[src/design/dcache_pkg.sv]
package dcache_pkg;

    // 8 KB, 2 ways, 256 sets of 16-byte lines
    localparam int offset_width   = 4;
    localparam int index_width    = 8;
    localparam int tag_width      = 32 - index_width - offset_width;
    localparam int words_per_line = 4;
    localparam int num_ways       = 2;
    localparam int num_sets       = 1 << index_width;
    localparam int line_width     = 32 * words_per_line;

    typedef logic [tag_width-1:0]               tag_t;
    typedef logic [index_width-1:0]             index_t;
    typedef logic [$clog2(words_per_line)-1:0]  word_sel_t;
    typedef logic [$clog2(num_ways)-1:0]        way_t;
    typedef logic [line_width-1:0]              line_t;

    typedef struct packed {
        logic        valid;
        logic        write;
        logic [3:0]  be;
        logic [31:0] addr;
        logic [31:0] wdata;
    } cpu_req_t;

    typedef struct packed {
        logic        valid;
        logic [31:0] data;
    } cpu_resp_t;

    typedef enum logic [1:0] {
        st_idle,
        st_lookup,
        st_refill,
        st_install
    } ctrl_state_e;

    // address fields
    function automatic tag_t addr_tag(input logic [31:0] addr);
        return addr[31 -: tag_width];
    endfunction

    function automatic index_t addr_index(input logic [31:0] addr);
        return addr[offset_width +: index_width];
    endfunction

    function automatic word_sel_t addr_word(input logic [31:0] addr);
        return addr[2 +: $clog2(words_per_line)];
    endfunction

endpackage

[src/design/mem_bus_pkg.sv]
package mem_bus_pkg;

    // refill read, one line as four word beats
    typedef struct packed {
        logic        valid;
        logic [31:0] addr;    // line aligned
    } mem_rd_req_t;

    typedef struct packed {
        logic        accept;  // address taken
        logic        beat_valid;
        logic [31:0] data;
    } mem_rd_resp_t;

    // whole-line writeback
    typedef struct packed {
        logic              valid;
        logic [31:0]       addr;
        dcache_pkg::line_t line;
    } mem_wr_req_t;

endpackage

[src/design/dcache_writeback_buf.sv]
`timescale 1ns/100ps

module dcache_writeback_buf (
    input  logic                      clk,
    input  logic                      rst_n,
    input  logic                      wb_load,
    input  logic [31:0]               wb_addr,
    input  dcache_pkg::line_t         wb_line,
    output logic                      wb_busy,
    output logic [31:0]               wb_pending_addr,
    output mem_bus_pkg::mem_wr_req_t  mem_wr_req,
    input  logic                      mem_wr_ack
);

    logic              busy;
    logic [31:0]       line_addr;
    dcache_pkg::line_t line_data;

    always_ff @(posedge clk) begin
        if (!rst_n) begin
            busy <= 1'b0;
        end else if (wb_load) begin
            busy <= 1'b1;  // controller loads only when free
        end else if (mem_wr_ack) begin
            busy <= 1'b0;
        end
    end

    always_ff @(posedge clk) begin
        if (wb_load) begin
            line_addr <= wb_addr;
            line_data <= wb_line;
        end
    end

    assign wb_busy         = busy;
    assign wb_pending_addr = line_addr;

    // held stable until accepted
    assign mem_wr_req.valid = busy;
    assign mem_wr_req.addr  = line_addr;
    assign mem_wr_req.line  = line_data;

endmodule

[config.mk]
export PLATFORM = sky130hd
export DESIGN_NAME = dcache_writeback_buf
export DESIGN_NICKNAME = d
export VERILOG_FILES = /design/src/design/dcache_pkg.sv /design/src/design/mem_bus_pkg.sv /design/src/design/dcache_writeback_buf.sv
export SDC_FILE = /design/constraint.sdc
export NUM_CORES = 1
export LEC_CHECK = 0
export BUFFER_PORTS_ARGS = -buffer_cell sky130_fd_sc_hd__buf_2
export CORE_AREA = 5 5 136 138
export CTS_CLUSTER_DIAMETER = 100
export DETAILED_ROUTE_END_ITERATION = 8
export DIE_AREA = 0 0 141 143
export GPL_ROUTABILITY_DRIVEN = 1
export GPL_TIMING_DRIVEN = 0
export PLACE_DENSITY = 0.63
export SYNTH_ARGS = -nofsm -noshare
export SYNTH_HDL_FRONTEND = slang
export SYNTH_SLANG_ARGS = --single-unit
[constraint.sdc]
create_clock -name clk -period 2 [get_ports clk]
set_input_delay 0.1 -clock clk [delete_from_list [all_inputs] [get_ports clk]]
set_output_delay 0.1 -clock clk [all_outputs]
set_load 0.005 [all_outputs]
**Yosys cells after proc, flatten, opt, wreduce, memory -nomap -nowiden**

Cells that the tools add are included.

- Register bits: 161
- Output and inout port bits: 194
- Bits of input ports: 164
- Word-level logic and storage cells: 6

- Reduce and logical (&&, ||, !) cells: 1
- Multiplexer cells: 2

Operators by type and width:

| kind | count |
|---|---|
| $mux W1 | 2 |
| $reduce_bool A2 Y1 | 1 |

**Logic depth before layout (Yosys ltp)**

Gate-level depths: netlist (run 1).

- Depth in word-level cells: 2
- Gate-level depth with buffers: 2
- Depth with buffers taken out: 2

**Worst setup path before layout (run 1)**

Ideal clock, no wire load.

- Kind: register to register
- Start: register wb_busy (netlist name)
- End: register busy, in the netlist wb_busy
- Arrival: 0.571 ns
- Period minus slack after synthesis: 0.685 ns
- Slack: 1.315 ns
- Library setup time: 0.115 ns
- Path buffers: 0
- Data required time: 1.885 ns
- Stages on the path, launching flop included: 3
- Cell sequence: dfxtp_1 > nor2b_4 > o21a_1

RTL lines:

| element | RTL line | RTL |
|---|---|---|
| to (signal assigned) | dcache_writeback_buf.sv:21 | `busy <= 1'b0;` |
| to (signal assigned) | dcache_writeback_buf.sv:23 | `busy <= 1'b1;` |
| to (signal assigned) | dcache_writeback_buf.sv:25 | `busy <= 1'b0;` |
| to (decl) | dcache_writeback_buf.sv:15 | `logic busy;` |

**Worst setup path after layout (run 1)**

- Start: input wb_load
- End: register busy, in the netlist wb_busy

- Longest elaborated chain between the ends: 1
- Elaborated cells between the ends (all ways): 2
- Those cells by class: mux: 1; reduce/logical: 1

RTL lines:

| element | RTL line | RTL |
|---|---|---|
| from (decl) | dcache_writeback_buf.sv:6 | `input logic wb_load,` |
| $mux W1 or $reduce_bool A2 Y1 (tied branches) | -- |  |

Parallel ways exist; a longest one is shown, timed or not.
A chain may end at the register's enable or synchronous reset.

==> results of run 1 <==
==> registers in the layout (all words and copies together), names as in the netlist <==
name,flops
wb_pending_addr,32
wb_busy,1
line_data,128
==> placed cells by master, fill, tap and decap left out, types with 2 or more instances in the layout <==
master,n
buf_4,33
edfxtp_1,160
dlygate4sd3_1,162
buf_2,356
clkinv_2,2
inv_6,6
clkinv_4,2
clkbuf_16,17
inv_8,3
==> worst max-delay path: stages <==
cell	delay (ns)
buf_6	0.51
buf_16	0.40
o21a_1	0.19
dlygate4sd3_1	0.54
==> cell type report <==
| type | count | area share [%] |
|---|---|---|
| Multi-Input combinational cell | 2 | 0.227 |
| Clock buffer | 17 | 4.53 |
| Clock inverter | 15 | 1.57 |
| Buffer | 33 | 2.64 |
| Timing Repair Buffer | 520 | 36.7 |
| Sequential cell | 161 | 51.4 |
| Tap cell | 225 | 3.00 |
==> metal layers <==
layer | global-route usage, % | routed length [um] | vias to the layer above
li1 | - | - | 1814
met3 | 6.83 | 1760 | 30
met5 | 0 | 0 | -
met1 | 16.1 | 5640 | 1835
met4 | 6.17 | 329 | 0
met2 | 28.9 | 8680 | 241
==> per-stage QoR <==
step | cells | TNS, ns | setup slack [ns] | cell area (um2) | total power [mW]
2_1_floorplan | 196 | 0 | 1.31 | 5090 | 4.28
3_3_place_gp | 778 | -158.42 | -0.996 | 7160 | 4.84
3_5_place_dp | 779 | 0 | 0.513 | 7200 | 4.85
4_1_cts | 973 | 0 | 0.553 | 9390 | 8.28
5_1_grt | 973 | 0 | 0.459 | 9390 | 8.52
6_report | 973 | 0 | 0.538 | 9390 | 8.18
==> cells by family after synthesis <==
| logic type | count (synthesis) | share of synthesized area (%) |
|---|---|---|
| flip-flops | 161 | 94.7 |
| buffers and inverters | 33 | 4.86 |
| AND/OR/NAND/NOR | 1 | 0.270 |
| AO/OA/AOI/OAI | 1 | 0.147 |
==> report_power, final <==
part / leakage [nW] / internal [mW] / switching, mW
clock network: 0.287 / 1.76 / 1.40
logic: 2.26 / 0.578 / 0.359
registers: 1.57 / 4.01 / 0.0849
==> how the worst min path moves through the flow <==
stage                 startpoint             end
finish                   wb_load   line_data[34]
global route             wb_load   line_data[36]
CTS                      wb_load   line_data[52]
detailed placement   wb_line[20]   line_data[20]
global placement    wb_line[122]  line_data[122]
floorplan             wb_line[0]    line_data[0]
==> flow_summary.yaml, run 1 <==
route:
  dr.pass1.iters: 4
  antenna_left: 0
  num_vias: 3920
  drt-initial-drc-count: 133
  vias_per_cell: 4.03
  remaining_drc_errors: 0
  wl_um: 16400
  wl_per_cell_um: 16.9
cells_and_area:
  utilization_pct: 55.1
  multi_input_area_um2: 21.3
  num-nets-final: 899
  ff_latch_area_um2: 4820
  antenna_cells: 0
  drive_above_1_share_pct: 56.6
  area_growth_syn_to_layout_pct: 84.4
  nFillCells: 1362
placed_design:
  gp_congestion: 0.822
  dp.final_hpwl_um: 10900
  io_buffers: 357
setup_path:
  reg2reg_depth: 3
  rrSetupSlack_ns: 0.74
  worstPathRequired_ns: 2.36
  worst_ep_arrival_time_ns: 1.82
  path_max_fanout: 87
  r2r-end: "wb_busy"
  end_kind: "flop"
  cp-start-kind: "primary input"
  crit_start: "wb_load"
  r2r-start: "wb_busy"
  cp-endpoint: "wb_busy"
  crit_type: "in -> reg"
yosys:
  synth_ff_type: "edfxtp_1"
  netlist_area_um2: 5090
  yosysTopAreaCell: "edfxtp_1"
  synth_top_area_share_pct: 94.3
  synth_seq_cells: 161
  synth_warnings: 0
  synth.most_common_cell: "edfxtp_1"
  synth_cells: 196
  synthTopCellsByArea: "edfxtp_1, buf_4, dfxtp_1"
  synth_edf_count: 160
  synthArstFlopShare_pct: 0
  synth_seq_area_share_pct: 94.7
  synth_area_per_cell_um2: 26.0
  syn-num-nets: 360
  synth_cell_type_count: 5
  synth_common_cells: "edfxtp_1, buf_4, dfxtp_1, nor2b_4, o21a_1"
clock_network:
  postCtsResizedCells: 0
  cts_made_buffers: 17
  postCtsHoldBufs: 162
  path_clk_slew_ns: 0.07
  clkLatencyLatePin_ns: 0.42
  cts_tree: "built"
  postCtsSetupRepairBufs: 0
  root_buffer: "clkbuf_16"
  cts_buffer_depth: 2
  htree_levels: 4
  numClockSinks: 161
timing:
  tightest_slew_ns: 0.708
  hold_viol: 0
  slew_headroom_pct: 52.8
  timing.final.crit_share_pct: 73.1
  holdWs_ns: 0.200
  setup_viol: 0
  rsz0062_at_grt: "false"
  clock_skew_ns: 0
  finalCriticalPeriod_ns: 1.46
  drv_slew: 0
  fmax_ghz: 0.684
grt:
  grt_usage_pct: 15.9
  grt_max_degree: 88
  globalRouteOverflowTotal: 0
  antenna_found_initial: 0
  grt_pass1_vias: 4523
  grt_first_pass_wirelength_um: 24200
floorplanning:
  start_util_pct: 29.9
  ios: 358
  die_w_um: 141
  die_h_um: 143
  dieArea_um2: 20200
  rows: 48
  core_area_um2: 17100
power_and_ir_drop:
  p_leak_nw: 4.13
  power_per_cell_area_nw_per_um2: 872
  ir_drop_mv: 0.559
min_path:
  hold_class: "in -> reg"
  hold_path_depth: 1
flow_run:
  cap_violations: 0
outcome:
  status: "complete, no violations"
Note: power is estimated with default switching activity, not from simulation.
==> run 2, diff against run 1 <==
--- a/config.mk
+++ b/config.mk
@@ -5,14 +5,15 @@
 export SDC_FILE = /design/constraint.sdc
 export NUM_CORES = 1
 export LEC_CHECK = 0
+export ABC_AREA = 1
 export BUFFER_PORTS_ARGS = -buffer_cell sky130_fd_sc_hd__buf_2
-export CORE_AREA = 5 5 136 138
+export CORE_AREA = 5 5 135 137
 export CTS_CLUSTER_DIAMETER = 100
 export DETAILED_ROUTE_END_ITERATION = 8
-export DIE_AREA = 0 0 141 143
+export DIE_AREA = 0 0 140 142
 export GPL_ROUTABILITY_DRIVEN = 1
 export GPL_TIMING_DRIVEN = 0
-export PLACE_DENSITY = 0.63
+export PLACE_DENSITY = 0.67
 export SYNTH_ARGS = -nofsm -noshare
 export SYNTH_HDL_FRONTEND = slang
 export SYNTH_SLANG_ARGS = --single-unit
==> constraint.sdc (replaced) <==
create_clock -name clk -period 1.34 [get_ports clk]
set_input_delay 0.067 -clock clk [delete_from_list [all_inputs] [get_ports clk]]
set_output_delay 0.067 -clock clk [all_outputs]
set_load 0.005 [all_outputs]
==> run 2 against run 1 <==
Compared with the run above: clock skew is the same; wire length shrank 2.0%; register-to-register slack is essentially flat; total power grew 48%; critical endpoint is now wb_pending_addr[9].
==> flow_summary.yaml, run 2 <==
outcome:
  status: "complete, no violations"
cells_and_area:
  nFillCells: 1313
  final_cells: 980
  utilization_pct: 55.5
  num-nets-final: 902
  drive_above_1_share_pct: 56.0
  area_growth_syn_to_layout_pct: 84.4
  final_cell_mix: "buf_2, dlygate4sd3_1, edfxtp_1"
  regMostFlops: "line_data"
  final_common_cell: "buf_2"
  largest_reg_flops: 128
  final_area_um2: 9400
grt:
  grt_usage_pct: 15.8
  globalRouteOverflowTotal: 0
  grt_pass1_vias: 4422
  antenna_found_initial: 1
  grt_max_degree: 86
  grt_first_pass_wirelength_um: 23900
placed_design:
  gp_congestion: 0.837
  placedInstanceArea_um2: 7200
  io_buffers: 357
  dp.final_hpwl_um: 10800
  placed_cells: 782
  post-place-ws_ns: -0.0967
yosys:
  synth_cell_type_count: 6
  synth_top_area_share_pct: 94.3
  yosysTopAreaCell: "edfxtp_1"
  synth.most_common_cell: "edfxtp_1"
  synthArstFlopShare_pct: 0
  synth_cells: 199
  synth_edf_count: 160
  syn-num-nets: 363
  synth_warnings: 0
  synth_seq_cells: 161
  synthTopCellsByArea: "edfxtp_1, buf_4, dfxtp_1"
  synth_ff_type: "edfxtp_1"
  netlist_area_um2: 5100
  synth_area_per_cell_um2: 25.6
  synth_seq_area_share_pct: 94.7
  synth_common_cells: "edfxtp_1, buf_4, inv_1"
min_path:
  min_from: "wb_load"
  hold_path_depth: 1
  hold_class: "in -> reg"
  hold_end: "line_data[16]"
clock_network:
  postCtsSetupRepairBufs: 0
  cts_buffer_depth: 2
  postCtsHoldBufs: 162
  postCtsResizedCells: 0
  cts_made_buffers: 17
  clkLatencyLatePin_ns: 0.40
  path_clk_slew_ns: 0.06
  htree_levels: 4
  root_buffer: "clkbuf_16"
  cts_tree: "built"
  numClockSinks: 161
power_and_ir_drop:
  p_leak_nw: 4.11
  p_total_mw: 12.1
  p_clk_share_pct: 38.2
  power_per_cell_area_nw_per_um2: 1290
  power.share.switching_pct: 21.0
  p_int_mw: 9.59
  ir_drop_mv: 0.880
  combinationalPowerShare_pct: 11.5
  power.share.sequential_pct: 50.4
  switching_power_mw: 2.55
route:
  dr.pass1.iters: 4
  wl_per_cell_um: 16.4
  drt-initial-drc-count: 147
  num_vias: 3951
  remaining_drc_errors: 0
  antenna_left: 0
  vias_per_cell: 4.03
  wl_um: 16100
setup_path:
  crit_slowest_cell: "edfxtp_1"
  path_cells: "buf_4, buf_2"
  worstPathRequired_ns: 1.27
  r2r-end: "wb_busy"
  end_kind: "output pin"
  rrSetupSlack_ns: 0.75
  reg2reg_depth: 2
  cp_slowest_stage_delay_ns: 0.41
  crit_type: "reg -> out"
  cp-start-kind: "flop"
  path_max_fanout: 2
  r2r-start: "wb_busy"
  worst_ep_arrival_time_ns: 1.09
timing:
  tightest_slew_ns: 0.699
  setup_ws_ns: 0.181
  drv_slew: 0
  setup-tns-final_ns: 0
  clock_skew_ns: 0
  rsz0062_at_grt: "false"
  setup_viol: 0
  holdWs_ns: 0.184
  timing.final.crit_share_pct: 86.5
  hold_viol: 0
  finalCriticalPeriod_ns: 1.16
  slew_headroom_pct: 53.4
  fmax_ghz: 0.862
flow_run:
  cap_violations: 0
floorplanning:
  rows: 48
  start_util_pct: 30.1
  die_h_um: 142
  dieArea_um2: 19900
  ios: 358
  die_w_um: 140
  core_area_um2: 16900
[run 2: cell type report]
cell class | count | area (um2) | share of cell area (%)
clock inverter | 12 | 134 | 1.42
tap | 225 | 282 | 3.00
sequential | 161 | 4820 | 51.3
clock buffer | 19 | 433 | 4.61
inverter | 3 | 11.3 | 0.120
multi-input combinational | 2 | 12.5 | 0.133
antenna | 5 | 12.5 | 0.133
buffer | 33 | 248 | 2.64
timing repair buffer | 520 | 3440 | 36.6
[run 2: worst max-delay path, delay by kind of cell (launching register included)]
family   cells  cell delay, ns
buf+inv      2            0.27
flops        1            0.41
[run 2: how the worst max path moves through the flow]
stage                         endpoint  slack, ns  cells past startpoint          startpoint
floorplan           wb_pending_addr[0]       0.75                      1  wb_pending_addr[0]
global placement               wb_busy      -1.60                      3             wb_load
detailed placement        line_data[4]       -0.1                      2             wb_load
CTS                 wb_pending_addr[9]       0.14                      2  wb_pending_addr[9]
global route        wb_pending_addr[9]       0.11                      2  wb_pending_addr[9]
finish              wb_pending_addr[9]       0.18                      2  wb_pending_addr[9]
[run 2: layer usage]
metal	GRT usage, %	share of wire [%]
met1	16.3	35
met2	28.3	54
met3	6.65	9.6
met4	6.68	1.8
met5	0	0
[run 2: cell families after synthesis]
logic type             Yosys count  share of synthesized area, %
buffers and inverters           36                          5.08
flip-flops                     161                          94.7
AO/OA/AOI/OAI                    1                         0.172
AND/OR/NAND/NOR                  1                        0.0736
[run 2: power by group through the flow]
stage | Clock, mW | Sequential, mW | Combinational, mW
after floorplan | 0 | 6.26 | 0.121
after global placement | 0 | 6.22 | 0.986
after detailed placement | 0 | 6.22 | 1.02
after CTS | 4.78 | 6.12 | 1.39
after global routing | 5.03 | 6.15 | 1.50
final | 4.64 | 6.12 | 1.39
==> run 3, diff against run 2 <==
--- a/config.mk
+++ b/config.mk
@@ -7,13 +7,14 @@
 export LEC_CHECK = 0
 export ABC_AREA = 1
 export BUFFER_PORTS_ARGS = -buffer_cell sky130_fd_sc_hd__buf_2
-export CORE_AREA = 5 5 135 137
+export CORE_ASPECT_RATIO = 0.6
+export CORE_MARGIN = 5
+export CORE_UTILIZATION = 34
 export CTS_CLUSTER_DIAMETER = 100
 export DETAILED_ROUTE_END_ITERATION = 8
-export DIE_AREA = 0 0 140 142
 export GPL_ROUTABILITY_DRIVEN = 1
 export GPL_TIMING_DRIVEN = 0
-export PLACE_DENSITY = 0.67
+export PLACE_DENSITY = 0.73
 export SYNTH_ARGS = -nofsm -noshare
 export SYNTH_HDL_FRONTEND = slang
 export SYNTH_SLANG_ARGS = --single-unit
==> run 3 against run 2 <==
Compared with the run above: the flow now stops in clock tree synthesis; synthesized cell count did not move; synthesized area did not move.
==> flow_summary.yaml, run 3 <==
outcome:
  lastStage: "clock tree synthesis"
  status: "aborted with a tool error"
  stop_error: "[ERROR RSZ-0060] Max buffer count reached."
floorplanning:
  ios: 358
  die_w_um: 168
  start_util_pct: 34.9
  die_h_um: 105
  rows: 34
clock_network:
  htree_levels: 4
  postCtsSetupRepairBufs: 0
  cts_buffer_depth: 2
  cts_made_buffers: 17
  root_buffer: "clkbuf_16"
  numClockSinks: 161
  postCtsResizedCells: 0
  postCtsHoldBufs: 158
yosys:
  netlist_area_um2: 5100
  yosysTopAreaCell: "edfxtp_1"
  synth_seq_cells: 161
  synth_cells: 199
  synth.most_common_cell: "edfxtp_1"
  synth_common_cells: "edfxtp_1, buf_4, inv_1"
  synthArstFlopShare_pct: 0
  synth_seq_area_share_pct: 94.7
  synth_ff_type: "edfxtp_1"
  synth_top_area_share_pct: 94.3
  synth_warnings: 0
  synth_cell_type_count: 6
  synth_edf_count: 160
  syn-num-nets: 363
  synth_area_per_cell_um2: 25.6
  synthTopCellsByArea: "edfxtp_1, buf_4, dfxtp_1"
placed_design:
  gp_congestion: 0.951
  dp.final_hpwl_um: 11200
  placedInstanceArea_um2: 7160
  io_buffers: 357
## run 3: cell counts after synthesis
Identical to the previous run, type by type.
## run 3: logic make-up after synthesis
group           synth area share, %
flops                          94.7
compound gates                0.172
simple gates                 0.0736
buf+inv                        5.08
## run 3: stage by stage
| stage | worst slack (ns) | TNS [ns] | instances |
|---|---|---|---|
| floorplan | 0.747 | 0 | 199 |
| global placement | -1.59 | -247.79 | 754 |
| detailed placement | -0.0877 | -7.09 | 755 |
==> run 4, diff against run 3 <==
--- a/config.mk
+++ b/config.mk
@@ -7,14 +7,12 @@
 export LEC_CHECK = 0
 export ABC_AREA = 1
 export BUFFER_PORTS_ARGS = -buffer_cell sky130_fd_sc_hd__buf_2
-export CORE_ASPECT_RATIO = 0.6
 export CORE_MARGIN = 5
-export CORE_UTILIZATION = 34
-export CTS_CLUSTER_DIAMETER = 100
+export CORE_UTILIZATION = 20
 export DETAILED_ROUTE_END_ITERATION = 8
 export GPL_ROUTABILITY_DRIVEN = 1
 export GPL_TIMING_DRIVEN = 0
-export PLACE_DENSITY = 0.73
+export PLACE_DENSITY_LB_ADDON = 0.15
 export SYNTH_ARGS = -nofsm -noshare
 export SYNTH_HDL_FRONTEND = slang
 export SYNTH_SLANG_ARGS = --single-unit
==> constraint.sdc (replaced) <==
create_clock -name clk -period 1.7 [get_ports clk]
set_input_delay 0.085 -clock clk [delete_from_list [all_inputs] [get_ports clk]]
set_output_delay 0.085 -clock clk [all_outputs]
set_load 0.005 [all_outputs]
==> run 4 against run 3 <==
Compared with the run above: the flow now finishes without violations.
==> flow_summary.yaml, run 4 (synthesized netlist as in run 2, its figures left out) <==
outcome:
  status: "complete, no violations"
min_path:
  hold_end: "line_data[14]"
  hold_path_depth: 1
  hold_class: "in -> reg"
  min_from: "wb_load"
timing:
  tightest_slew_ns: 0.731
  setup_viol: 0
  fmax_ghz: 0.684
  finalCriticalPeriod_ns: 1.46
  timing.final.crit_share_pct: 86.0
  rsz0062_at_grt: "false"
  drv_slew: 0
  hold_viol: 0
  holdWs_ns: 0.190
  slew_headroom_pct: 51.3
  clock_skew_ns: 0
grt:
  antenna_found_initial: 0
  grt_usage_pct: 10.3
  gr-usage-met3_pct: 4.54
  grt_max_degree: 85
  use_met2_pct: 17.9
  top_usage_layer: "met2"
  grt_use_met1_pct: 10.7
  grt_pass1_vias: 4280
  globalRouteOverflowTotal: 0
  grt_first_pass_wirelength_um: 22900
clock_network:
  clkLatencyLatePin_ns: 0.41
  numClockSinks: 161
  cts_made_buffers: 17
  path_clk_slew_ns: 0.07
  htree_levels: 4
  cts_tree: "built"
  root_buffer: "clkbuf_16"
  cts_buffer_depth: 2
cells_and_area:
  area_growth_syn_to_layout_pct: 86.7
  final_area_um2: 9520
  largest_reg_flops: 128
  num-nets-final: 902
  regMostFlops: "line_data"
  utilization_pct: 37.9
  drive_above_1_share_pct: 56.0
  antenna_cells: 0
  final_common_cell: "buf_2"
  final_cell_mix: "buf_2, dlygate4sd3_1, edfxtp_1"
setup_path:
  r2r-start: "wb_busy"
  cp_slowest_stage_delay_ns: 0.54
  worstPathRequired_ns: 2.06
  path_buf_inv: 4
  worst_ep_arrival_time_ns: 1.82
  path_max_fanout: 84
  end_kind: "flop"
  critical-path-top-delay-family: "buffers and inverters"
  r2r-end: "wb_busy"
  reg2reg_depth: 3
  crit_type: "in -> reg"
  crit_slowest_cell: "dlygate4sd3_1"
  rrSetupSlack_ns: 0.57
  cp-start-kind: "primary input"
  path_cells: "buf_6, buf_16, inv_1, a21oi_2, dlygate4sd3_1"
route:
  num_vias: 3825
  wl_per_cell_um: 14.4
  wl_um: 15600
  vias_per_cell: 3.54
  antenna_left: 0
  remaining_drc_errors: 0
  drt-initial-drc-count: 138
  dr.pass1.iters: 4
placed_design:
  io_buffers: 357
  placedInstanceArea_um2: 7330
  gp_congestion: 0.724
floorplanning:
  die_w_um: 170
  core_area_um2: 25100
  dieArea_um2: 28800
  start_util_pct: 20.3
  ios: 358
  die_h_um: 170
  rows: 58
power_and_ir_drop:
  p_total_mw: 9.64
  p_leak_nw: 4.12
  ir_drop_mv: 0.476
  power_per_cell_area_nw_per_um2: 1010
flow_run:
  cap_violations: 0
-- run 4: final cells by class --
type	instances	area (um2)
fillers	2408	15600
flip-flops and latches	161	4820
repair buffers	520	3440
clock buffers	19	433
well taps	330	413
plain buffers	33	248
clock inverters	12	131
multi-input cells	2	12.5
inverters	3	11.3
-- run 4: how the worst max path moves through the flow --
stage                       start  depth (start not counted)                  end
3_3_place_gp              wb_load                          3              wb_busy
3_5_place_dp              wb_load                          2  wb_pending_addr[29]
4_1_cts                   wb_load                          5              wb_busy
2_1_floorplan  wb_pending_addr[0]                          1   wb_pending_addr[0]
6_report                  wb_load                          5              wb_busy
5_1_grt                   wb_load                          5              wb_busy
-- run 4: metrics by stage --
stage,cells,setup TNS (ns),setup WS [ns]
final,1080,0,0.238
after global routing,1080,0,0.109
after global placement,886,-232.90,-1.48
after detailed placement,887,0,0.188
after floorplan,199,0,1.09
after CTS,1080,0,0.195
-- run 4: what timing repair did --
action	CTS	global route
setup buffers	0	0
hold endpoints to repair	161	0
gates resized for setup	0	0
hold buffers	162	0
-- run 4: metal layers --
layer | vias to the layer above | wire [um]
met2 | 221 | 8020
met5 | - | 0
met1 | 1768 | 5400
met3 | 23 | 1760
met4 | 0 | 391
li1 | 1813 | -
-- run 4: worst register-to-register path, delay by kind of cell (launching register included) --
family	cells	cell delay, ns
buffers and inverters	1	0.54
flip-flops	1	0.36
AO/OA/AOI/OAI	1	0.10
AND/OR/NAND/NOR	1	0.08
-- run 4: report_power, final --
group / leakage [nW] / internal [mW] / switching (mW) / total, mW
logic: 2.28 / 0.678 / 0.406 / 1.08
registers: 1.57 / 4.72 / 0.0890 / 4.80
clock network: 0.268 / 2.17 / 1.59 / 3.75
total: 4.12 / 7.56 / 2.08 / 9.64
