`src/design/dcache_pkg.sv`:
```
package dcache_pkg;

    // 8 KB, 2 ways, 256 sets of 16-byte lines
    localparam int offset_width   = 4;
    localparam int index_width    = 8;
    localparam int tag_width      = 32 - index_width - offset_width;
    localparam int words_per_line = 4;
    localparam int num_ways       = 2;
    localparam int num_sets       = 1 << index_width;
    localparam int line_width     = 32 * words_per_line;

    typedef logic [tag_width-1:0]               tag_t;
    typedef logic [index_width-1:0]             index_t;
    typedef logic [$clog2(words_per_line)-1:0]  word_sel_t;
    typedef logic [$clog2(num_ways)-1:0]        way_t;
    typedef logic [line_width-1:0]              line_t;

    typedef struct packed {
        logic        valid;
        logic        write;
        logic [3:0]  be;
        logic [31:0] addr;
        logic [31:0] wdata;
    } cpu_req_t;

    typedef struct packed {
        logic        valid;
        logic [31:0] data;
    } cpu_resp_t;

    typedef enum logic [1:0] {
        st_idle,
        st_lookup,
        st_refill,
        st_install
    } ctrl_state_e;

    // address fields
    function automatic tag_t addr_tag(input logic [31:0] addr);
        return addr[31 -: tag_width];
    endfunction

    function automatic index_t addr_index(input logic [31:0] addr);
        return addr[offset_width +: index_width];
    endfunction

    function automatic word_sel_t addr_word(input logic [31:0] addr);
        return addr[2 +: $clog2(words_per_line)];
    endfunction

endpackage

```
`src/design/mem_bus_pkg.sv`:
```
package mem_bus_pkg;

    // refill read, one line as four word beats
    typedef struct packed {
        logic        valid;
        logic [31:0] addr;    // line aligned
    } mem_rd_req_t;

    typedef struct packed {
        logic        accept;  // address taken
        logic        beat_valid;
        logic [31:0] data;
    } mem_rd_resp_t;

    // whole-line writeback
    typedef struct packed {
        logic              valid;
        logic [31:0]       addr;
        dcache_pkg::line_t line;
    } mem_wr_req_t;

endpackage

```
`src/design/dcache_ctrl.sv`:
```
`timescale 1ns/100ps

module dcache_ctrl #(
    parameter logic [7:0] lfsr_seed = 8'hb5
) (
    input  logic                                         clk,
    input  logic                                         rst_n,
    input  dcache_pkg::cpu_req_t                         cpu_req,
    output logic                                         cpu_ready,
    output dcache_pkg::cpu_resp_t                        cpu_resp,
    output mem_bus_pkg::mem_rd_req_t                     mem_rd_req,
    input  mem_bus_pkg::mem_rd_resp_t                    mem_rd_resp,
    output dcache_pkg::index_t                           arr_index,
    input  dcache_pkg::tag_t [dcache_pkg::num_ways-1:0]  tag_rd,
    input  logic [dcache_pkg::num_ways-1:0]              valid_rd,
    input  logic [dcache_pkg::num_ways-1:0]              dirty_rd,
    output logic [dcache_pkg::num_ways-1:0]              tag_we,
    output dcache_pkg::tag_t                             tag_wdata,
    output logic                                         dirty_wdata,
    input  dcache_pkg::line_t [dcache_pkg::num_ways-1:0] line_rd,
    output logic [dcache_pkg::num_ways-1:0]              line_we,
    output logic [dcache_pkg::num_ways-1:0][3:0]         word_we,
    output dcache_pkg::word_sel_t                        word_sel,
    output logic [31:0]                                  word_wdata,
    output dcache_pkg::line_t                            line_wdata,
    output logic                                         wb_load,
    output logic [31:0]                                  wb_addr,
    output dcache_pkg::line_t                            wb_line,
    input  logic                                         wb_busy,
    input  logic [31:0]                                  wb_pending_addr
);

    localparam int ow = dcache_pkg::offset_width;

    dcache_pkg::ctrl_state_e state;
    dcache_pkg::ctrl_state_e state_nxt;

    dcache_pkg::cpu_req_t  req_q;
    dcache_pkg::tag_t      req_tag;
    dcache_pkg::index_t    req_index;
    dcache_pkg::word_sel_t req_word;

    logic [dcache_pkg::num_ways-1:0] hit_vec;
    logic                  hit;
    dcache_pkg::way_t      hit_way;
    dcache_pkg::way_t      victim;
    dcache_pkg::way_t      fill_way;
    logic                  victim_dirty;
    logic                  accept;
    logic                  miss_go;
    logic                  wb_ok;
    logic [7:0]            lfsr;
    logic                  rd_sent;
    dcache_pkg::word_sel_t beat_cnt;
    dcache_pkg::line_t     refill_line;
    dcache_pkg::line_t     merged_line;

    assign cpu_ready = (state == dcache_pkg::st_idle);
    assign accept    = cpu_req.valid && cpu_ready;

    assign req_tag   = dcache_pkg::addr_tag(req_q.addr);
    assign req_index = dcache_pkg::addr_index(req_q.addr);
    assign req_word  = dcache_pkg::addr_word(req_q.addr);

    // tag compare
    always_comb begin
        for (int w = 0; w < dcache_pkg::num_ways; w++) begin
            hit_vec[w] = valid_rd[w] && (tag_rd[w] == req_tag);
        end
    end

    assign hit     = |hit_vec;
    assign hit_way = dcache_pkg::way_t'(hit_vec[1]);

    // empty way first, otherwise random
    always_comb begin
        if (!valid_rd[0]) begin
            victim = dcache_pkg::way_t'(0);
        end else if (!valid_rd[1]) begin
            victim = dcache_pkg::way_t'(1);
        end else begin
            victim = dcache_pkg::way_t'(lfsr[0]);
        end
    end

    assign victim_dirty = valid_rd[victim] && dirty_rd[victim];
    assign miss_go = (state == dcache_pkg::st_lookup) && !hit && !(victim_dirty && wb_busy);

    assign wb_load = miss_go && victim_dirty;
    assign wb_addr = {tag_rd[victim], req_index, {ow{1'b0}}};
    assign wb_line = line_rd[victim];

    // don't refetch a line still waiting in the writeback buffer
    assign wb_ok = !wb_busy || (wb_pending_addr[31:ow] != req_q.addr[31:ow]);

    assign mem_rd_req.valid = (state == dcache_pkg::st_refill) && !rd_sent && wb_ok;
    assign mem_rd_req.addr  = {req_q.addr[31:ow], {ow{1'b0}}};

    always_comb begin
        state_nxt = state;
        case (state)
            dcache_pkg::st_idle: begin
                if (accept) begin
                    state_nxt = dcache_pkg::st_lookup;
                end
            end
            dcache_pkg::st_lookup: begin
                if (hit) begin
                    state_nxt = dcache_pkg::st_idle;
                end else if (miss_go) begin
                    state_nxt = dcache_pkg::st_refill;
                end
            end
            dcache_pkg::st_refill: begin
                if (mem_rd_resp.beat_valid && beat_cnt == dcache_pkg::word_sel_t'(3)) begin
                    state_nxt = dcache_pkg::st_install;
                end
            end
            default: state_nxt = dcache_pkg::st_idle;  // install
        endcase
    end

    always_ff @(posedge clk) begin
        if (!rst_n) begin
            state    <= dcache_pkg::st_idle;
            lfsr     <= lfsr_seed;
            rd_sent  <= 1'b0;
            beat_cnt <= '0;
        end else begin
            state <= state_nxt;
            lfsr  <= {lfsr[6:0], lfsr[7] ^ lfsr[5] ^ lfsr[4] ^ lfsr[3]};
            if (miss_go) begin
                rd_sent  <= 1'b0;
                beat_cnt <= '0;
            end else if (state == dcache_pkg::st_refill) begin
                if (mem_rd_req.valid && mem_rd_resp.accept) begin
                    rd_sent <= 1'b1;
                end
                if (mem_rd_resp.beat_valid) begin
                    beat_cnt <= beat_cnt + 1'b1;
                end
            end
        end
    end

    always_ff @(posedge clk) begin
        if (accept) begin
            req_q <= cpu_req;
        end
        if (miss_go) begin
            fill_way <= victim;
        end
        if (state == dcache_pkg::st_refill && mem_rd_resp.beat_valid) begin
            refill_line[beat_cnt*32 +: 32] <= mem_rd_resp.data;
        end
    end

    // pending store over the fetched line
    always_comb begin
        merged_line = refill_line;
        if (req_q.write) begin
            for (int b = 0; b < 4; b++) begin
                if (req_q.be[b]) begin
                    merged_line[req_word*32 + b*8 +: 8] = req_q.wdata[b*8 +: 8];
                end
            end
        end
    end

    always_comb begin
        if (state == dcache_pkg::st_idle) begin
            arr_index = dcache_pkg::addr_index(cpu_req.addr);
        end else begin
            arr_index = req_index;
        end
        tag_we      = '0;
        line_we     = '0;
        word_we     = '0;
        tag_wdata   = req_tag;
        dirty_wdata = req_q.write;  // set on store, clean on load fill
        word_sel    = req_word;
        word_wdata  = req_q.wdata;
        line_wdata  = merged_line;
        if (state == dcache_pkg::st_lookup && hit && req_q.write) begin
            tag_we[hit_way]  = 1'b1;
            word_we[hit_way] = req_q.be;
        end
        if (state == dcache_pkg::st_install) begin
            tag_we[fill_way]  = 1'b1;
            line_we[fill_way] = 1'b1;
        end
    end

    assign cpu_resp.valid = (state == dcache_pkg::st_lookup && hit)
                          || (state == dcache_pkg::st_install);
    assign cpu_resp.data  = (state == dcache_pkg::st_install) ? refill_line[req_word*32 +: 32]
                                                              : line_rd[hit_way][req_word*32 +: 32];

endmodule

```
`config.mk`:
```
export PLATFORM = sky130hd
export DESIGN_NAME = dcache_ctrl
export DESIGN_NICKNAME = d
export VERILOG_FILES = /design/src/design/dcache_pkg.sv /design/src/design/mem_bus_pkg.sv /design/src/design/dcache_ctrl.sv
export SDC_FILE = /design/constraint.sdc
export NUM_CORES = 1
export LEC_CHECK = 0
export BUFFER_PORTS_ARGS = -buffer_cell sky130_fd_sc_hd__buf_2
export CAP_MARGIN = 40
export CORE_AREA = 2 2 343 345
export DETAILED_ROUTE_END_ITERATION = 12
export DIE_AREA = 0 0 345 347
export HOLD_SLACK_MARGIN = 0.02
export MAX_ROUTING_LAYER = met4
export SYNTH_ARGS = -nofsm -noshare
export SYNTH_HDL_FRONTEND = slang
export SYNTH_SLANG_ARGS = --single-unit
```
`constraint.sdc`:
```
create_clock -name clk -period 5.4 [get_ports clk]
set_clock_uncertainty 0.1 [all_clocks]
set_input_delay 0.81 -clock clk [delete_from_list [all_inputs] [get_ports clk]]
set_output_delay 0.81 -clock clk [all_outputs]
set_load 0.02 [all_outputs]
```
Word level (Yosys, flattened, before mapping)
Index checks and enable logic that the tools add are counted.

operators by class
  add/subtract/negate cells = 9
  magnitude comparators = 5
  eq/ne operators = 10
  shifts and indexed selects = 12
  muxes and demuxes = 42
  bitwise operators = 6
  reduce and logical (&&, ||, !) cells = 29

operator list
  operator                                                                    number
  128-bit 2-to-1 mux                                                          12
  128-bit bitwise mux                                                         5
  8-bit by 34-bit variable shift with 128-bit output (first input constant)   4
  8-bit by 34-bit indexed part select with 128-bit output                     4
  128-bit by 8-bit indexed part select with 32-bit output                     2
  32-bit by 34-bit variable shift with 128-bit output (first input constant)  1
  32-bit by 34-bit indexed part select with 128-bit output                    1
  8-bit negator with 34-bit output                                            3
  7-bit negator with 34-bit output                                            2
  20-bit == test                                                              2
  20-bit 2-to-1 mux                                                           2
  32-bit 2-to-1 mux                                                           1
  28-bit != test                                                              1
  1-bit logical AND                                                           17
  7-bit by 5-bit adder with 8-bit output (second input constant)              2
  8-bit 2-to-1 mux                                                            2
  2-bit 2-to-1 mux                                                            7
  7-bit by 4-bit adder with 8-bit output (second input constant)              1
  8-bit bitwise AND                                                           1
  1-bit 2-to-1 mux                                                            8
  2-bit == test (second input constant)                                       3
  1-bit by 2-bit < comparator with 1-bit output (second input constant)       3
  2-bit one-hot mux with 3 select lines                                       1
  4-bit demux with 1-bit select                                               1
  other kinds (16)                                                            27

word-level totals
  flip-flop bits (word level) = 211
  input port bits = 439

Longest topological paths before layout
Gate-level depths: netlist of the first run.

  depth after elaboration = 14
  depth in mapped cells = 10
  gate-level depth less buffers = 7

Worst setup path before layout of the first run
OpenSTA, ideal clock, no wires.

  path kind = in2out
  start = in tag_rd[36] (netlist bit)
  end = out wb_load
  data arrival time = 2.613 ns
  required time = 4.490 ns
  slack = 1.877 ns
  cell stages on the path = 8
  cell sequence = xnor2_1 nand4_1 nor4_2 and2_1 buf_2 buf_6 or3b_2 nor4_1

on the way
  word-level cells in the longest chain between the ends = 7

RTL lines
  what                             line               text
  start, declared                  dcache_ctrl.sv:14  input dcache_pkg::tag_t [dcache_pkg::num_ways-1:0] tag_rd,
  20-bit == test                   dcache_ctrl.sv:68  hit_vec[w] = valid_rd[w] && (tag_rd[w] == req_tag);
  1-bit logical AND                dcache_ctrl.sv:68
  2-bit OR reduction               dcache_ctrl.sv:72  assign hit = |hit_vec;
  1-bit logical NOT                dcache_ctrl.sv:87  assign miss_go = (state == dcache_pkg::st_lookup) && !hit && !(victim_dirty && wb_busy);
  1-bit logical AND (2 in series)  dcache_ctrl.sv:87
  1-bit logical AND                dcache_ctrl.sv:89  assign wb_load = miss_go && victim_dirty;
  end, declared                    dcache_ctrl.sv:26  output logic wb_load,

No other way between the ends.

Worst setup path in the final report of the first run
  start = reg req_q (netlist bit word_sel[0])
  end = out line_wdata[57]

on the way
  word-level cells in the longest chain between the ends = 14
  elaborated cells on any way between the ends = 27
  classes of those cells = add/sub (7); shift (8); mux (12)

RTL lines
  what                                                                                       line                text
  start, declared                                                                            dcache_ctrl.sv:38   dcache_pkg::cpu_req_t req_q;
  start signal, assigned                                                                     dcache_ctrl.sv:148  req_q <= cpu_req;
  parallel branches: the longest is 12 deep, another holds 8-bit negator with 34-bit output  --
  128-bit 2-to-1 mux (*)                                                                     dcache_ctrl.sv:163  if (req_q.be[b]) begin
  128-bit 2-to-1 mux (*)                                                                     dcache_ctrl.sv:161  if (req_q.write) begin
  end, declared                                                                              dcache_ctrl.sv:25   output dcache_pkg::line_t line_wdata,

Every way passes the cells marked *. The select of a mux whose other input is x is not followed.

==> results.md, run 1 <==
- The flow ran to the end, and the final reports show no timing, DRC or antenna violations.
- The first-pass GRT wire length is ~170000 µm.
- The clock reaches the later pin of the worst-skew pair after approximately 600 ps.
- The starting density of the core is between 10 and 15%.
- Buffers inserted to repair hold after CTS numbered 0.
- The die covers ~120000 µm².
- For the pin with the worst max-slew slack, the measured transition is ~1000 ps.
- In the layout the commonest cells are sky130_fd_sc_hd__buf_2, sky130_fd_sc_hd__nand2_1, sky130_fd_sc_hd__edfxtp_1.
- The number of port buffers is about 860.
- In this run the power density over the cells is between 200 and 300 nW/µm².
- The y dimension of the die is 347 µm.
- The total of warnings raised by yosys is 0.
- The time the worst path needs with I/O delays and setup is between 5000 and 6000 ps.
- VDD sags by at most about 0.25 mV.
- Cells with a size suffix above 1 make up between 30% and 40% of the layout.
- Setup repair after global routing left no endpoint under its margin.
- The count of final max-slew check failures is 0.
- The core region is around 120000 µm².
- Yosys mapped a number of flops with a built-in enable equal to 196.
- The leading cell type in the layout, fill and taps excluded is sky130_fd_sc_hd__buf_2.
- For this run, the leading register cell type out of synthesis is sky130_fd_sc_hd__edfxtp_1.
- CTS saw between 200 and 250 sinks.
- The estimated wirelength of the detail-placed design is 110000 µm.
- The final standard cell utilization of the core is between 10% and 20%.
- For this design the static power due to leakage is 10.1 nW.
- The proportion of synthesized chip area in sequential cells is 38.6%.
- Global routing consumed, over all layers together, between 20 and 25% of the routing resources.
- Data on the critical path is required at its endpoint by 4490 ps.
- Once detail routing completed, the nets flagged for antenna violations numbered 0.
- Final hold analysis gives a worst-case slack of roughly 280 ps.
- After detailed routing, the average wire length per cell comes to just over 30 µm.
- Post-CTS timing repair inserted 0 buffers for setup.
- Once placement completed, the tool counted placed cells totaling approximately 4200.
- Derived from the worst setup path, the maximum achievable clock frequency is between 0.15 and 0.2 GHz.
- At the worst endpoint, the arrival time is 4190 ps.
- The total CTS buffers is 28.
- The number of antenna violations at the first check in global routing is 36.
- The instance count of the mapped netlist is approximately 2000.
- The total number of H-tree levels is 1.
- The worst setup path is of the reg -> out kind.
- The detailed-route wire length is around 130000 µm.
- The final setup TNS is 0 ps.
- After synthesis, the netlist uses 42 different library cells.
- Relative to the synthesized area, the layout overhead comes to 43.8%.
- The violation count after the first detailed-routing iteration is a little over 2000.
- After detailed routing, the number of remaining DRC violations is 0.
- The min-delay analysis places its worst path in the category in -> reg.
- The number of optimization iterations in the first detailed-route pass is 7.
- The post-cts resize count is 0.
- Setup violations remaining at the end of the flow were counted as 0.
- The count of state elements after synthesis is approximately 210.
- The chip width is roughly 350 µm.
- The maximum buffer depth of the clock tree is 3.
- The number of top-level pins is just under 900.
- The total area of multi-input combinational cells is approximately 8600 µm².
- The final worst-path cycle share is between 90% and 100%.
- The final estimated routing congestion in global placement is 0.959.
- After floorplanning, the core was divided into 125 placement rows.
- The fill cell instance count of the final layout is 13099.
- Entering global routing, the biggest net connects about 130 pins.
- The synthesized area per cell is 8.03 µm².
- Of all flip-flops after synthesis, the portion carrying an async set or reset was 0%.
- The worst setup path is captured at a primary output.
- The synthesized netlist occupies a cell area of between 15000 and 20000 µm².
- Across the whole layout, storage elements account for between 6000 and 7000 µm².
- The number of standard cells in the final layout excluding fillers is between 4000 and 5000.
- The residual overflow from global routing is 0.
- Of all nets on the critical path, the largest fanout is 19.
- The total vias in the final route is ~19000.
- After clock tree synthesis, the clock-pin slew on the worst setup and hold paths is approximately 70 ps.
- The tool flagged a number of max-cap violations equal to 0.
- The via count of the first global-routing pass came to 17795.
- The CTS tree is done.
- Measured against its own limit, the worst slew margin works out to 32.4%.
- After detailed routing, the number of vias per cell comes to 4.41.
- The number of nets in the layout is 3197.
- The total count of hold-check failures in the final report came to 0.
- The worst setup path is launched from a register.
- The root buffer cell chosen for the clock tree is sky130_fd_sc_hd__clkbuf_16.
kinds of logic after synthesis:
logic type / synth area share (%)
and+or+nand+nor: 23.4
adders and majority gates: 0.864
xor gates and xnor gates: 3.96
buffers and inverters: 8.40
DFF: 38.6
other: 0.0235
muxes: 0.628
AOI/OAI and AO/OA: 24.2
routing by layer:
layer / track usage [%] / wire [µm] / vias up
met1: 32.0 / 65900 / 9421
met3: 4.28 / 10200 / 88
met5: - / 0 / -
met4: 3.23 / 1910 / 0
met2: 30.1 / 53900 / 1066
li1: - / - / 8450
critical path: stages (launching register included):
cell	delay, ps
sky130_fd_sc_hd__edfxtp_1	620
sky130_fd_sc_hd__clkinv_1	330
sky130_fd_sc_hd__buf_4	310
sky130_fd_sc_hd__nor2_4	530
sky130_fd_sc_hd__nand2_1	510
sky130_fd_sc_hd__nor2_1	740
sky130_fd_sc_hd__a22o_1	240
sky130_fd_sc_hd__buf_2	280
path summary, 6_finish.rpt:
| path | from | endpoint | slack [ps] | depth (start not counted) |
|---|---|---|---|---|
| worst max-delay path | word_sel[0] | line_wdata[57] | 300 | 7 |
| worst min-delay path | cpu_req[52] | mem_rd_req[20] | 280 | 1 |
| worst max register to register | mem_rd_req[31] | state[1] | 2370 | 8 |
| worst min register to register | lfsr[1] | lfsr[2] | 320 | 1 |
registers in the layout (all words and copies together), names as in the netlist:
signal	flops
beat_cnt	2
dirty_wdata	1
fill_way	1
lfsr	8
mem_rd_req	28
rd_sent	1
refill_line	128
req_q	4
state	2
word_sel	2
word_wdata	32
report_power, final:
| part | internal, W | switching (W) | total [W] |
|---|---|---|---|
| sequential | 0.00183 | 0.000110 | 0.00194 |
| clock | 0.00122 | 0.000808 | 0.00202 |
| combinational | 0.000584 | 0.00127 | 0.00185 |
| total | 0.00363 | 0.00218 | 0.00582 |
cell usage after synthesis, drive strengths merged (32+ instances only):
cell      n  area (µm²)
edfxtp  196        5890
o21ai   178         891
clkbuf  114         428
a21oi    66         330
and2    140         876
xnor2    57         499
o22ai    33         206
a21boi   65         488
nand2   555        2080
a22o    112         981
nor2     82         308
a31oi    65         407
o21a     33         248
buf     127         888
a211o    32         280
through the flow:
step / instance area (µm²) / total power (W) / worst slack [ps]
global placement: 21700 / 0.00380 / 717
global route: 22900 / 0.00601 / 207
CTS: 22900 / 0.00586 / 239
detailed placement: 21900 / 0.00382 / 727
floorplan: 16000 / 0.00284 / 1880
finish: 22900 / 0.00582 / 299
area by class of cell:
class                   count  area share (%)
flip-flops and latches    209            26.8
inverters                   6           0.120
clock buffers              32            3.21
repair buffers            967            22.9
clock inverters            19            1.09
multi-input cells        1535            37.4
well taps                1524            8.32
diodes                     20           0.218
No activity file was read; power rests on OpenSTA's default activity.
==> inputs of run 2 (changes only) <==
Settings changed: ABC_AREA set to 1, CORE_AREA 2 2 343 345 to 2 2 336 338, DIE_AREA 0 0 345 347 to 0 0 338 340.
==> run 2 against run 1 <==
Clock power is essentially flat. Via count grew 21%. Fmax grew 4.8%. Global-route usage grew 2.1 points. Wire length grew 5.5%. Sequential power grew 14%. Sequential cell count is the same. Critical path type unchanged. Largest cell class unchanged.
==> results.md, run 2 <==
- The detailed-route DRC error count is 0.
- The count of hold-fix buffers inserted at cts is 0.
- The data arrival time at the worst-slack endpoint is 3960 ps.
- Once the clock tree was built, the setup fixing pass inserted 0 buffers.
- The flip-flop count of the largest register after layout is between 100 and 150.
- Ranked by total cell area, the synthesized netlist is headed by sky130_fd_sc_hd__edfxtp_1, sky130_fd_sc_hd__nand2_1, sky130_fd_sc_hd__inv_1.
- The worst hold-check path type is in -> reg.
- The number of enable flip-flop cells after synthesis is 196.
- The static leakage power is roughly 13 nW.
- The worst stage delay on the critical path is between 500 and 600 ps.
- The register with the most flip-flops is refill_line.
- After technology mapping, the gate count stands at 2921.
- The maximum buffer depth of the clock tree is 3.
- The overall global routing resource usage is between 20% and 30%.
- The estimated wirelength of the detail-placed design is between 100000 and 150000 µm.
- The share of Yosys cell area claimed by the top area cell type is between 30 and 40%.
- VDD sags by at most roughly 0.25 mV.
- The final setup TNS is 0 ps.
- The detailed-route wire length is about 140000 µm.
- Yosys printed 0 warnings.
- In this run the core area contains ~120 standard-cell rows.
- The largest fanout on the critical path is 39.
- 870 I/O pins were placed.
- Setup repair after global routing left no endpoint under its margin.
- The leading cell type in the layout, fill and taps excluded is sky130_fd_sc_hd__nand2_1.
- Summing the areas of all compound-gate instances in the mapped netlist gives 10.8% of the synthesized area.
- The power density over the cells is between 300 and 400 nW/µm².
- The synthesized-area fraction occupied by adder cells is less than 1%.
- The via count of the first global-routing pass came to about 21000.
- The insertion delay to the later sink of the worst-skew pair is between 600 and 700 ps.
- For this run, the register share of the synthesized area comes to between 30% and 40%.
- The residual overflow from global routing is 0.
- The predominant post-synthesis flop cell is sky130_fd_sc_hd__edfxtp_1.
- The post-cts resize count is 0.
- Dividing the final minimum period by the clock period gives between 90% and 100%.
- The worst path in the final design needs a cycle of 4870 ps, including I/O delays and setup.
- Across the run, the number of max-cap violations was 0.
- Summing the areas of all and, or, nand and nor instances in the mapped netlist gives a little under two fifths of the synthesized area.
- The critical path is of the reg -> out type.
- The final standard cell utilization of the core is between 20 and 25%.
- The clock transition time at the flip-flop clock pins of the worst setup and hold paths is about 70 ps.
- The highest-delay cell along the critical path is sky130_fd_sc_hd__edfxtp_1.
- The synthesized area per cell is 6.23 µm².
- The category of the worst setup path launch point is a register.
- The total vias in the final route is approximately 23000.
- The library cell occupying the most area in the post-synthesis netlist is sky130_fd_sc_hd__edfxtp_1.
- The post-detailed-route wirelength per cell is about 27 µm.
- The first-pass GRT wire length is around 180000 µm.
- The count of final max-slew check failures is 0.
- At the pin with the least slew margin, the transition time is 1090 ps.
- The endpoint kind of the worst setup timing path is a primary output.
- The top cell types in the final layout, fill and taps aside, are sky130_fd_sc_hd__nand2_1, sky130_fd_sc_hd__buf_2, sky130_fd_sc_hd__inv_1.
- The max-slew headroom at the worst pin is between 20% and 30%.
- The number of optimization iterations in the first detailed-route pass is 6.
- The count of state elements after synthesis is 209.
- Summing the areas of all xor and xnor instances in the mapped netlist gives 0.626% of the synthesized area.
- The number of cells on the worst reg-to-reg path is 12.
- The total count of hold-check failures in the final report was 0.
- The signal on the critical path passes through inv_1 > nand2_1 > nand2_1 > nor2_1 > nand2_1 > nor2_4 > nand3_4 > buf_12 > nand2_1 > nand2_1 > nand2_1 > nand2_1 > nand2_1 > nand2_1 > nand2_1 > buf_2.
- The most numerous cell in the Yosys netlist is sky130_fd_sc_hd__nand2_1.
- The number of nets with antenna violations after detailed routing is 0.
- The library cell appearing most often on the critical path is sky130_fd_sc_hd__nand2_1.
- The highest attainable clock frequency is about 0.21 GHz.
- The total die area is 115000 µm².
- The total number of H-tree levels is 1.
- The fill cell instance count of the final layout is about 13000.
- The share of cell area taken by muxes after synthesis is 0%.
- The clock drives between 200 and 250 sinks.
- The CTS tree is done.
- Yosys mapped the design onto 30 distinct sky130hd cell types.
- In this run the register-to-register setup slack is about 2400 ps.
- The number of nets in the layout is 4052.
- The detailed-route vias per instance is around 4.5.
- The clock root buffer master is sky130_fd_sc_hd__clkbuf_16.
- The share of async-settable or async-resettable flops after synthesis is 0%.
- The largest net degree at the start of global routing is ~210.
- The starting density of the core is roughly 16%.
- Port buffering added approximately 860 buffers.
- The y dimension of the die is ~340 µm.
- The relative area change from synthesis to final layout is 36.0%.
- In the final layout, the share of cells above drive strength 1 is about 28%.
- The run finished with clean final reports.
- Sorting the synthesized cells by how often they occur yields sky130_fd_sc_hd__nand2_1, sky130_fd_sc_hd__inv_1, sky130_fd_sc_hd__edfxtp_1, sky130_fd_sc_hd__o21ai_0, sky130_fd_sc_hd__nor2_1.
- The die is about 340 µm wide.
- The mapped netlist covers around 18000 µm².
- The final estimated routing congestion in global placement is 0.988.
- The required time of the worst setup path is ~4500 ps.
- The total CTS buffers is 29.
- The core region is 112000 µm².
- Setup violations remaining at the end of the flow were counted as 0.
- The main combinational cell family by area after synthesis is simple AND/OR/NAND/NOR gates.
- The detailed router finished its first iteration with roughly 2400 violations.
- The number of antenna violations at the first check in global routing is 38.
- The worst hold path stage count is 1.
[run 2: cell types whose count changed in the layout (fill, tap and decap cells not counted), moves of 86 or more]
cell,before,now
sky130_fd_sc_hd__a22o_1,112,0
sky130_fd_sc_hd__and2_1,137,0
sky130_fd_sc_hd__inv_1,4,414
sky130_fd_sc_hd__nand2_1,552,1049
sky130_fd_sc_hd__nand3_1,22,153
sky130_fd_sc_hd__nand4_1,12,145
sky130_fd_sc_hd__nor2_1,79,165
[run 2: where the power goes]
group          total (W)  internal [W]  leakage, nW  switching [W]
clock network    0.00204       0.00118        0.479       0.000856
registers        0.00222       0.00201         1.93       0.000213
logic            0.00418       0.00100         10.7        0.00318
total            0.00844       0.00419         13.1        0.00424
[run 2: per-stage QoR]
stage	total power [W]	instances	hold WS (ps)	area, µm²	setup slack (ps)
floorplan	0.00442	2928	290	18200	1180
global placement	0.00639	5060	293	23500	984
detailed placement	0.00641	5070	298	23700	990
CTS	0.00846	5124	228	24700	511
global route	0.00881	5145	238	24700	333
finish	0.00844	5152	271	24700	532
[run 2: final timing paths]
kind	from	end
worst max-delay path	mem_rd_req[12]	cpu_resp[9]
worst min-delay path	cpu_req[53]	mem_rd_req[21]
worst max register to register	mem_rd_req[12]	beat_cnt[1]
worst min register to register	lfsr[2]	lfsr[3]
[run 2: final cells by class]
type	count	area (µm²)	share of cell area [%]
diodes	27	67.6	0.273
clock buffers	30	729	2.95
clock inverters	24	253	1.02
inverters	430	1620	6.54
multi-input cells	2013	9090	36.8
flip-flops and latches	209	6150	24.9
well taps	1500	1880	7.59
repair buffers	919	4940	20.0
[run 2: kinds of logic after synthesis]
group	after synthesis
simple gates	1609
buf+inv	706
compound gates	372
flops	209
xor+xnor	13
fa+ha+maj	11
other cells	1
[run 2: routing by layer]
layer  vias up  track usage [%]  wire length [µm]
met1     10877             31.8             61700
met3       145             5.74             13000
met5         -                -                 0
met2      1286             35.1             60100
met4         0             6.54              4350
li1      10671                -                 -
[run 2: critical path: cells and delay by family (launching register included)]
| family | cells | cell delay (ps) |
|---|---|---|
| AND/OR/NAND/NOR | 13 | 1920 |
| flip-flops | 1 | 550 |
| buffers and inverters | 3 | 790 |
==> inputs of run 3 (changes only) <==
Clock period 5.4 ns to 4.5 ns, I/O delays scaled along.
==> run 3 against run 2 <==
Count of clock-buffer cells in the layout grew 1. Largest power group unchanged. Critical path depth shrank 2. Register-to-register slack lost 650 ps.
==> results.md, run 3 (synthesized netlist as in run 2, its figures left out) <==
- The flow ran to the end, and the final reports show no timing, DRC or antenna violations.
- STA puts the critical path data required time at around 3700 ps.
- The total vias in the final route is about 23000.
- The violation count after the first detailed-routing iteration is about 2400.
- The power density over the cells is around 410 nW/µm².
- The final worst-path cycle share is ~99%.
- The leading cell type in the layout, fill and taps excluded is sky130_fd_sc_hd__nand2_1.
- Traced cell by cell, the critical path runs through inv_2 > nand2_1 > nand2_1 > nor2_1 > nand2_1 > nor2_4 > buf_12 > nand4_1 > nand3_1 > nand2_1 > nand2_1 > nand2_1 > nand2_1 > buf_2.
- The static leakage power is 13.5 nW.
- The worst hold-check path type is in -> reg.
- The total clock sinks is roughly 210.
- Setup violations remaining at the end of the flow were counted as 0.
- The total CTS buffers is 30.
- No sink is reached through more buffers than the 3 on the longest clock path.
- For this design, the CTS-stage hold fixing added 0 buffers.
- The total count of hold-check failures in the final report came to 0.
- The via count of the first global-routing pass is roughly 21000.
- After detailed routing, the number of remaining DRC violations is 0.
- The worst pin sits at a relative slew slack of between 20 and 25%.
- CTS built an H-tree with a depth of 1.
- In this run the register-to-register setup slack is roughly 1700 ps.
- Across every metal layer, demand over resource in global routing totals a little under a quarter.
- The post-detailed-route wirelength per cell is 27.2 µm.
- The library cell appearing most often on the critical path is sky130_fd_sc_hd__nand2_1.
- The floorplan step set the die height to between 300 and 400 µm.
- The total die area is roughly 110000 µm².
- The number of buffer and inverter instances along the worst setup path is 3.
- The number of nets with antenna violations after detailed routing is 0.
- The first-pass GRT wire length is approximately 180000 µm.
- The largest net degree at the start of global routing is 213.
- The net count of the finished layout is roughly 4000.
- The first detailed-routing pass ran for 6 iterations.
- Leaving out fill and tap cells, the most frequent cells in the layout are sky130_fd_sc_hd__nand2_1, sky130_fd_sc_hd__buf_2, sky130_fd_sc_hd__inv_1.
- In this run the standard cell core region covers between 100000 and 150000 µm².
- The worst reg2reg path endpoint is refill_line[23].
- On the worst path, the slowest cell contributes a delay of between 500 and 600 ps.
- The endpoint kind of the worst setup timing path is a primary output.
- For the pin with the worst max-slew slack, the measured transition is between 1000 and 1500 ps.
- Measured along the x axis, the die boundary spans around 340 µm.
- In the routed layout, each cell is associated on average with a via count of between 4 and 5.
- The final worst slack is roughly 66 ps.
- After detailed routing, the total wire length is 142000 µm.
- The CTS tree is done.
- The top cell family by delay on the critical path is simple AND/OR/NAND/NOR gates.
- The startpoint of the tightest hold check path is cpu_req[2].
- The tool flagged a number of max-cap violations equal to 0.
- The congestion estimate from routability-driven global placement came to roughly 0.97.
- The number of cells on the worst reg-to-reg path is 9.
- The number of antenna violations at the first check in global routing is 33.
- The path with the worst hold slack has its endpoint at word_wdata[2].
- The clock root buffer master is sky130_fd_sc_hd__clkbuf_16.
- The largest voltage drop on the vdd net is just under 0.3 mV.
- The post-placement worst setup slack is approximately 540 ps.
- The highest-delay cell along the critical path is sky130_fd_sc_hd__edfxtp_1.
- The insertion delay to the later sink of the worst-skew pair is roughly 600 ps.
- The final worst hold slack is 137 ps.
- The highest attainable clock frequency is roughly 0.23 GHz.
- The flip-flop count of the largest register after layout is 128.
- The count of standard-cell rows is 123.
- The register with the most flip-flops is refill_line.
- The residual overflow from global routing is 0.
- In this run the worst path has a maximum fanout of 64.
- After legalization and detailed placement, the total HPWL measured between 100000 and 150000 µm.
- The number of port buffers is about 860.
- The cell depth of the worst setup path is 14.
- Once layout is complete, the utilization of the core stands at 22.8%.
- The count of final max-slew check failures is 0.
- The worst setup path is launched from a register.
- From synthesis to final layout, the design area changed by 39.8%.
- The number of top-level pins is 870.
- The time the worst path needs with I/O delays and setup is 4430 ps.
- After clock tree synthesis, the clock-pin slew on the worst setup and hold paths is around 70 ps.
- The data arrival time at the worst-slack endpoint is 3660 ps.
- The filler cells instantiated in the layout total 12772.
- The worst hold path stage count is 1.
- The fraction of final layout cells with drive strength greater than 1 is approximately 29%.
- In this run the critical register-to-register path is launched from beat_cnt[0].
- The category of the most critical setup path is reg -> out.
- Once the floorplan was initialized, standard cells occupied between 15 and 20% of the core.
run 3: cell types whose count changed in the layout (fill, tap and decap cells not counted), moves of 2 or more:
| cell | change |
|---|---|
| sky130_fd_sc_hd__inv_6 | +2 |
| sky130_fd_sc_hd__diode_2 | -2 |
| sky130_fd_sc_hd__nand2_1 | -3 |
| sky130_fd_sc_hd__buf_2 | -8 |
| sky130_fd_sc_hd__clkbuf_16 | +4 |
| sky130_fd_sc_hd__buf_12 | +14 |
| sky130_fd_sc_hd__buf_4 | +49 |
| sky130_fd_sc_hd__clkinv_2 | -3 |
| sky130_fd_sc_hd__nand2_2 | +3 |
| sky130_fd_sc_hd__clkinvlp_4 | +4 |
run 3: worst max path at each step:
stage	startpoint	endpoint	slack (ps)
detailed placement	tag_rd[25]	cpu_resp[21]	540
floorplan	state[0]	dirty_wdata	400
global route	mem_rd_req[28]	cpu_resp[16]	-8
finish	mem_rd_req[27]	cpu_resp[12]	70
global placement	tag_rd[25]	cpu_resp[17]	510
CTS	mem_rd_req[12]	cpu_resp[8]	10
run 3: final cells by class:
type,count,area [µm²],area share (%)
diodes,25,62.6,0.246
clock buffers,31,776,3.05
clock inverters,25,249,0.979
inverters,430,1620,6.36
multi-input cells,2014,9130,35.9
flip-flops and latches,209,6150,24.2
well taps,1500,1880,7.38
repair buffers,975,5570,21.9
run 3: worst register-to-register path: stages (launching register included):
cell	delay, ps
sky130_fd_sc_hd__dfxtp_1	310
sky130_fd_sc_hd__inv_1	50
sky130_fd_sc_hd__buf_4	330
sky130_fd_sc_hd__ha_1	340
sky130_fd_sc_hd__clkinv_1	60
sky130_fd_sc_hd__buf_4	420
sky130_fd_sc_hd__nand3_1	390
sky130_fd_sc_hd__buf_8	270
sky130_fd_sc_hd__buf_4	240
sky130_fd_sc_hd__nor2_1	140
run 3: power by group:
part | switching, W | total [W] | internal, W | leakage (nW)
Clock | 0.00106 | 0.00250 | 0.00144 | 0.483
Sequential | 0.000253 | 0.00266 | 0.00241 | 1.93
Combinational | 0.00384 | 0.00519 | 0.00135 | 11.1
Total | 0.00516 | 0.0104 | 0.00520 | 13.5
run 3: layer usage:
layer,vias up,GRT usage [%],routed length [µm]
met2,1357,35.7,61500
li1,10789,-,-
met4,0,6.48,4420
met3,146,4.40,12300
met5,-,-,0
met1,11147,32.7,63800
run 3: timing repair:
| item | CTS | global route |
|---|---|---|
| pin swaps | 0 | 4 |
| gates cloned | 1 | 2 |
| resized for setup | 0 | 9 |
| setup endpoints to repair | 7 | 21 |
| buffers inserted | 2 | 15 |
run 3: stage by stage:
step	TNS, ps	total power [W]	area (µm²)	cells
after floorplan	0	0.00530	18200	2928
after global placement	0	0.00785	24000	5100
after detailed placement	0	0.00787	24100	5108
after CTS	0	0.0104	25200	5167
after global routing	-8.09	0.0108	25400	5198
final	0	0.0104	25400	5209
